File: src/source/ara_defs.svh
// Widths are fixed for one 64-bit element per word, so narrower SEW and other lane counts are not supported
`ifndef ARA_DEFS_SVH
`define ARA_DEFS_SVH

// Width of one vector element
`define ELEN_W 64

// Register file word address width
// Writes wrap modulo 2**VADDR_W
`define VADDR_W 8

// Element count width of one instruction
`define VL_W 8

// Number of instruction ids tracked by the sequencer
`define NR_VINSN 4

// Instruction id width, log2 of NR_VINSN
`define VID_W 2

`endif

File: src/source/ara_pkg.sv
// Shared types for the lane execution stage, which needs ara_defs.svh on the include path
`include "ara_defs.svh"

package ara_pkg;

  // One vector element
  typedef logic [`ELEN_W-1:0] elen_t;

  // Byte enables of one element
  typedef logic [`ELEN_W/8-1:0] strb_t;

  // Register file word address
  typedef logic [`VADDR_W-1:0] vaddr_t;

  // Element count of an instruction, never zero
  typedef logic [`VL_W-1:0] vlen_t;

  // Instruction id and its one-hot done form
  typedef logic [`VID_W-1:0] vid_t;
  typedef logic [`NR_VINSN-1:0] vinsn_mask_t;

  // Operations issued by the lane sequencer
  // ALU owns the logic and add/sub group, MFPU owns the multiplies
  typedef enum logic [2:0] {
    VADD  = 3'd0,
    VSUB  = 3'd1,
    VAND  = 3'd2,
    VOR   = 3'd3,
    VXOR  = 3'd4,
    VMUL  = 3'd5,
    VMACC = 3'd6
  } vfu_op_e;

  // Sequencing state shared by both units
  typedef enum logic {
    IDLE = 1'b0,
    BUSY = 1'b1
  } unit_state_e;

endpackage

File: src/source/valu.sv
// Integer ALU unit running one instruction at a time and expecting vl of 1 or more
module valu (
  input  logic                 clk_i,
  input  logic                 rst_i,
  // Lane sequencer
  input  ara_pkg::vfu_op_e     vfu_op_i,
  input  ara_pkg::vid_t        vfu_id_i,
  input  ara_pkg::vlen_t       vfu_vl_i,
  input  ara_pkg::vaddr_t      vfu_vd_i,
  input  logic                 vfu_vm_i,
  input  logic                 vfu_operation_valid_i,
  output logic                 alu_ready_o,
  output ara_pkg::vinsn_mask_t alu_vinsn_done_o,
  // Operand queues, port 0 is a and port 1 is b
  input  ara_pkg::elen_t       alu_operand_i [2],
  input  logic                 alu_operand_valid_i [2],
  output logic                 alu_operand_ready_o [2],
  // Register file write port
  output logic                 alu_result_req_o,
  output ara_pkg::vid_t        alu_result_id_o,
  output ara_pkg::vaddr_t      alu_result_addr_o,
  output ara_pkg::elen_t       alu_result_wdata_o,
  output ara_pkg::strb_t       alu_result_be_o,
  input  logic                 alu_result_gnt_i,
  // Shared mask stream
  input  ara_pkg::strb_t       mask_i,
  input  logic                 mask_valid_i,
  output logic                 mask_ready_o
);
  import ara_pkg::*;

  // Control state
  unit_state_e state_q;
  vlen_t       issue_cnt_q;
  vlen_t       gnt_cnt_q;
  logic        res_valid_q;
  vinsn_mask_t done_q;

  // Latched instruction
  vfu_op_e op_q;
  vid_t    id_q;
  vlen_t   vl_q;
  vaddr_t  vd_q;
  logic    vm_q;

  // Result register
  elen_t  res_wdata_q;
  vaddr_t res_addr_q;
  strb_t  res_be_q;

  logic  is_alu_op;
  logic  accept;
  logic  operands_ok;
  logic  step;
  logic  gnt_fire;
  logic  last_gnt;
  elen_t alu_res;

  assign is_alu_op = vfu_op_i inside {VADD, VSUB, VAND, VOR, VXOR};
  assign alu_ready_o = (state_q == IDLE);
  assign accept = vfu_operation_valid_i && is_alu_op && alu_ready_o;

  // Both operands always needed, mask only when masked
  assign operands_ok = alu_operand_valid_i[0] && alu_operand_valid_i[1] &&
                       (vm_q || mask_valid_i);
  // Result slot frees up on grant, so one element per cycle
  assign step = (state_q == BUSY) && (issue_cnt_q != vl_q) && operands_ok &&
                (!res_valid_q || alu_result_gnt_i);

  assign alu_operand_ready_o[0] = step;
  assign alu_operand_ready_o[1] = step;
  assign mask_ready_o = step && !vm_q;

  assign gnt_fire = res_valid_q && alu_result_gnt_i;
  assign last_gnt = gnt_fire && (vlen_t'(gnt_cnt_q + 1'b1) == vl_q);

  // Element datapath
  always_comb begin
    case (op_q)
      VADD:    alu_res = alu_operand_i[0] + alu_operand_i[1];
      VSUB:    alu_res = alu_operand_i[0] - alu_operand_i[1];
      VAND:    alu_res = alu_operand_i[0] & alu_operand_i[1];
      VOR:     alu_res = alu_operand_i[0] | alu_operand_i[1];
      default: alu_res = alu_operand_i[0] ^ alu_operand_i[1];
    endcase
  end

  always_ff @(posedge clk_i) begin
    if (rst_i) begin
      state_q     <= IDLE;
      issue_cnt_q <= '0;
      gnt_cnt_q   <= '0;
      res_valid_q <= 1'b0;
      done_q      <= '0;
    end else begin
      done_q <= '0;
      if (accept) begin
        state_q     <= BUSY;
        issue_cnt_q <= '0;
        gnt_cnt_q   <= '0;
      end
      if (step) begin
        issue_cnt_q <= issue_cnt_q + 1'b1;
        res_valid_q <= 1'b1;
      end else if (gnt_fire) begin
        res_valid_q <= 1'b0;
      end
      if (gnt_fire) begin
        gnt_cnt_q <= gnt_cnt_q + 1'b1;
      end
      // Last write granted, report and free the unit
      if (last_gnt) begin
        state_q <= IDLE;
        done_q  <= vinsn_mask_t'(1) << id_q;
      end
    end
  end

  // Instruction fields, held for the whole instruction
  always_ff @(posedge clk_i) begin
    if (accept) begin
      op_q <= vfu_op_i;
      id_q <= vfu_id_i;
      vl_q <= vfu_vl_i;
      vd_q <= vfu_vd_i;
      vm_q <= vfu_vm_i;
    end
  end

  // Payload, refilled on each step
  always_ff @(posedge clk_i) begin
    if (step) begin
      res_wdata_q <= alu_res;
      res_addr_q  <= vaddr_t'(vd_q + issue_cnt_q);
      res_be_q    <= vm_q ? '1 : mask_i;
    end
  end

  assign alu_result_req_o   = res_valid_q;
  assign alu_result_id_o    = id_q;
  assign alu_result_addr_o  = res_addr_q;
  assign alu_result_wdata_o = res_wdata_q;
  assign alu_result_be_o    = res_be_q;
  assign alu_vinsn_done_o   = done_q;

endmodule

File: config.mk
export PLATFORM = sky130hd
export DESIGN_NAME = valu
export DESIGN_NICKNAME = d
export VERILOG_FILES = /design/src/source/ara_pkg.sv /design/src/source/valu.sv
export VERILOG_INCLUDE_DIRS = /design/src /design/src/source
export SDC_FILE = /design/constraint.sdc
export NUM_CORES = 1
export LEC_CHECK = 0
export ABC_CLOCK_PERIOD_IN_PS = 20000
export BUFFER_PORTS_ARGS = -buffer_cell sky130_fd_sc_hd__buf_2
export CELL_PAD_IN_SITES_DETAIL_PLACEMENT = 0
export CELL_PAD_IN_SITES_GLOBAL_PLACEMENT = 1
export CORE_MARGIN = 10
export CORE_UTILIZATION = 46
export CTS_CLUSTER_DIAMETER = 50
export DETAILED_ROUTE_END_ITERATION = 10
export PLACE_DENSITY_LB_ADDON = 0.1
export SYNTH_ARGS = -nofsm -noshare
export SYNTH_HDL_FRONTEND = slang
export SYNTH_SLANG_ARGS = --single-unit
File: constraint.sdc
create_clock -name clk_i -period 20 [get_ports clk_i]
set_input_delay 6 -clock clk_i [delete_from_list [all_inputs] [get_ports clk_i]]
set_output_delay 6 -clock clk_i [all_outputs]
set_load 0.02 [all_outputs]
==> flow_summary.json <==
{
  "status": "finished clean",
  "clk_latency_ns": 0.44,
  "overflow": 0,
  "rr_worst_depth": 17,
  "drtPass1Iterations": 6,
  "setup_violations": 0,
  "synthFlopType": "edfxtp_1",
  "die_h_microns": 191,
  "syn2layout_area_growth_pct": 15.9,
  "critPathKind": "in -> out",
  "yosysSeqAreaShare_pct": 26.0,
  "grt_max_degree": 92,
  "async_reset_ff_share_pct": 0,
  "grt_pass1_vias": 12100,
  "rsz0062_at_grt": "false",
  "initial_core_util_pct": 46.8,
  "cts_tree": "yes",
  "core.rowCount": 62,
  "finClkSkew_ns": 0.0113,
  "drtAntennaViolNets": 0,
  "routed_wl_microns": 41700,
  "dpl.hpwl_microns": 32100,
  "critical_path_arrival_ns": 7.61,
  "drv_cap": 0,
  "routedWlPerCell_microns": 18.8,
  "netlist_area_sq_um": 13500,
  "whs_path_depth": 1,
  "timing.fmax_mhz": 73.5,
  "synth_edf_count": 102,
  "post_cts_buffers": 0,
  "hold_viol": 0,
  "synthTopCellsByArea": "edfxtp_1 23%, ha_1 19%, xnor2_1 7.4%",
  "vdd.ir_drop.worst_mv": 0.0445,
  "yosysTopAreaCell": "edfxtp_1",
  "fin_crit_ns": 13.61,
  "yosys_warnings": 0,
  "path_clk_slew_ns": 0.06,
  "dieWidth_microns": 191,
  "via_per_inst": 5.57,
  "ys_ff_latch": 124,
  "p_leak_nw": 7.08,
  "worstSetupStartpointType": "input pin",
  "cts_resized": 0,
  "finalCritPeriodShare_pct": 68.0,
  "postCtsHoldBufs": 0,
  "coreArea_sq_um": 28900,
  "dieArea_sq_um": 36600,
  "grt_pass1_wl_microns": 66000,
  "synth_most_common_cell": "ha_1",
  "drt_iter0_markers": 927,
  "end_kind": "primary output",
  "p_sw_mw": 0.337,
  "dpl.cell_count": 2181,
  "seqPwrFrac_pct": 31.5,
  "sw_frac_of_total_pct": 36.0,
  "worst_slew_pin_slew_ns": 1.29,
  "port_buffers": 255,
  "clk_path_buf_depth": 2,
  "gp_congestion": 0.948,
  "final_cell_count_no_fill": 2217,
  "required_ns": 14.00,
  "synth_top_area_share_pct": 22.7,
  "p_per_area_nw_per_um2": 59.7,
  "cts_made_buffers": 17,
  "antenna_found_initial": 7,
  "r2r_slack_ns": 13.54,
  "synth_commonest_cells": "201 x ha_1, 161 x inv_1, 141 x a21oi_1",
  "worstReg2RegStart": "op_q[1]$_DFFE_PP_",
  "clock_sinks": 124,
  "r2r_end": "alu_result_wdata_o[61]$_DFFE_PP_",
  "relSlewSlack_pct": 13.8,
  "maxSlewViolCount": 0,
  "worstHoldEndpoint": "alu_vinsn_done_o[2]$_SDFF_PP0_",
  "htreeDepth": 4,
  "p_int_mw": 0.597,
  "grt_usage_pct": 22.4,
  "min_path_type": "reg -> reg",
  "ioPinCount": 256,
  "crit_fanout": 43,
  "drive_gt1_share_pct": 18.7,
  "drc": 0,
  "syn_avg_cell_area_sq_um": 8.41,
  "syn-num-nets": 1972,
  "netlist_instances": 1604,
  "setup_tns_ns": 0,
  "clkPwrFrac_pct": 34.7,
  "vias": 12300,
  "cts_root_buffer": "clkbuf_16",
  "min_from": "alu_result_id_o[0]$_DFFE_PP_",
  "nNetsFinal": 2184,
  "pwr-share-comb_pct": 33.9,
  "synthDistinctLibCells": 73
}
==> cells by family after synthesis <==
kind of cell | count (synthesis) | synth area share [%]
flip-flops | 124 | 26.0
XOR/XNOR | 148 | 9.61
AO/OA/AOI/OAI | 492 | 23.3
buffers and inverters | 231 | 6.49
multiplexers | 18 | 1.42
adder cells (fa/ha/maj) | 203 | 18.9
AND/OR/NAND/NOR | 388 | 14.2
==> critical path: stages <==
cell and delay, ns:
buf_2 0.08, o2111a_1 0.19, o21ai_0 0.10, nand2b_1 0.40, inv_4 0.56, buf_2 0.28
==> layout make-up <==
cell class | instances | area (sq um)
diodes | 4 | 10.0
clock buffers | 18 | 439
clock inverters | 14 | 146
fillers | 2786 | 13200
inverters | 161 | 607
multi-input cells | 1249 | 9110
flip-flops and latches | 124 | 3500
well taps | 384 | 480
repair buffers | 263 | 1340
==> metrics by stage <==
stage | utilization (%) | area (sq um) | total power, mW | hold slack, ns | setup slack, ns
3_3_place_gp | 52.1 | 15000 | 0.610 | 0.480 | 6.45
6_report | 54.2 | 15600 | 0.934 | 0.481 | 6.39
5_1_grt | 54.2 | 15600 | 0.989 | 0.503 | 6.23
3_5_place_dp | 52.1 | 15000 | 0.612 | 0.477 | 6.35
2_1_floorplan | - | 13500 | 0.521 | 0.478 | 5.52
4_1_cts | 54.1 | 15600 | 0.938 | 0.487 | 6.36
==> registers in the layout, summed over array words and instances, names as in the netlist <==
register	cells
gnt_cnt_q	8
vm_q	1
alu_result_be_o	8
alu_result_id_o	2
alu_result_addr_o	8
vl_q	8
op_q	3
alu_result_wdata_o	64
state_q	1
issue_cnt_q	8
alu_vinsn_done_o	4
alu_result_req_o	1
vd_q	8
==> cells in the final DEF (no fill, tap or decap), types with 7 or more instances in the layout <==
cell and count:
buf_4 8, dfxtp_1 22, inv_6 7, or3_1 7, clkbuf_16 17, or2_2 12, a211oi_1 7, a31oi_1 17
o41ai_1 8, o21ai_0 95, o22ai_1 11, a22oi_1 10, edfxtp_1 102, nand2b_1 14, mux2i_1 9, o21bai_1 19
a21oi_1 141, mux2_2 9, o21a_1 36, ha_1 201, nand4_1 21, nand3_1 25, nor2_1 88, nor4_1 7
inv_1 159, o211ai_1 58, nor2b_1 14, xnor2_1 114, xor2_1 34, nor3_1 16, buf_2 255, nand2_1 138
and3_1 10, o31ai_1 12, a21o_1 39
==> worst max path at each step <==
| stage | start | endpoint | slack [ns] |
|---|---|---|---|
| 2_1_floorplan | mask_valid_i | alu_operand_ready_o[0] | 5.52 |
| 3_3_place_gp | mask_valid_i | alu_operand_ready_o[0] | 6.45 |
| 3_5_place_dp | mask_valid_i | alu_operand_ready_o[0] | 6.35 |
| 4_1_cts | mask_valid_i | alu_operand_ready_o[1] | 6.36 |
| 5_1_grt | mask_valid_i | alu_operand_ready_o[1] | 6.23 |
| 6_report | mask_valid_i | alu_operand_ready_o[0] | 6.39 |
==> power groups by stage <==
stage / registers [mW] / clock network [mW] / logic [mW]
after global placement: 0.300 / 0 / 0.310
after detailed placement: 0.300 / 0 / 0.312
after floorplan: 0.303 / 0 / 0.217
final: 0.294 / 0.324 / 0.316
after CTS: 0.294 / 0.329 / 0.315
after global routing: 0.295 / 0.341 / 0.354
==> metal layers <==
metal,vias up,part of all wire [%],GRT usage [%],routed length [microns]
met5,-,0.098,0,41
met4,6,0.69,3.76,289
met3,27,7.7,5.72,3220
met2,369,44,35.0,18300
met1,5779,47,30.9,19800
li1,6158,-,-,-
Note: power is estimated with default switching activity, not from simulation.
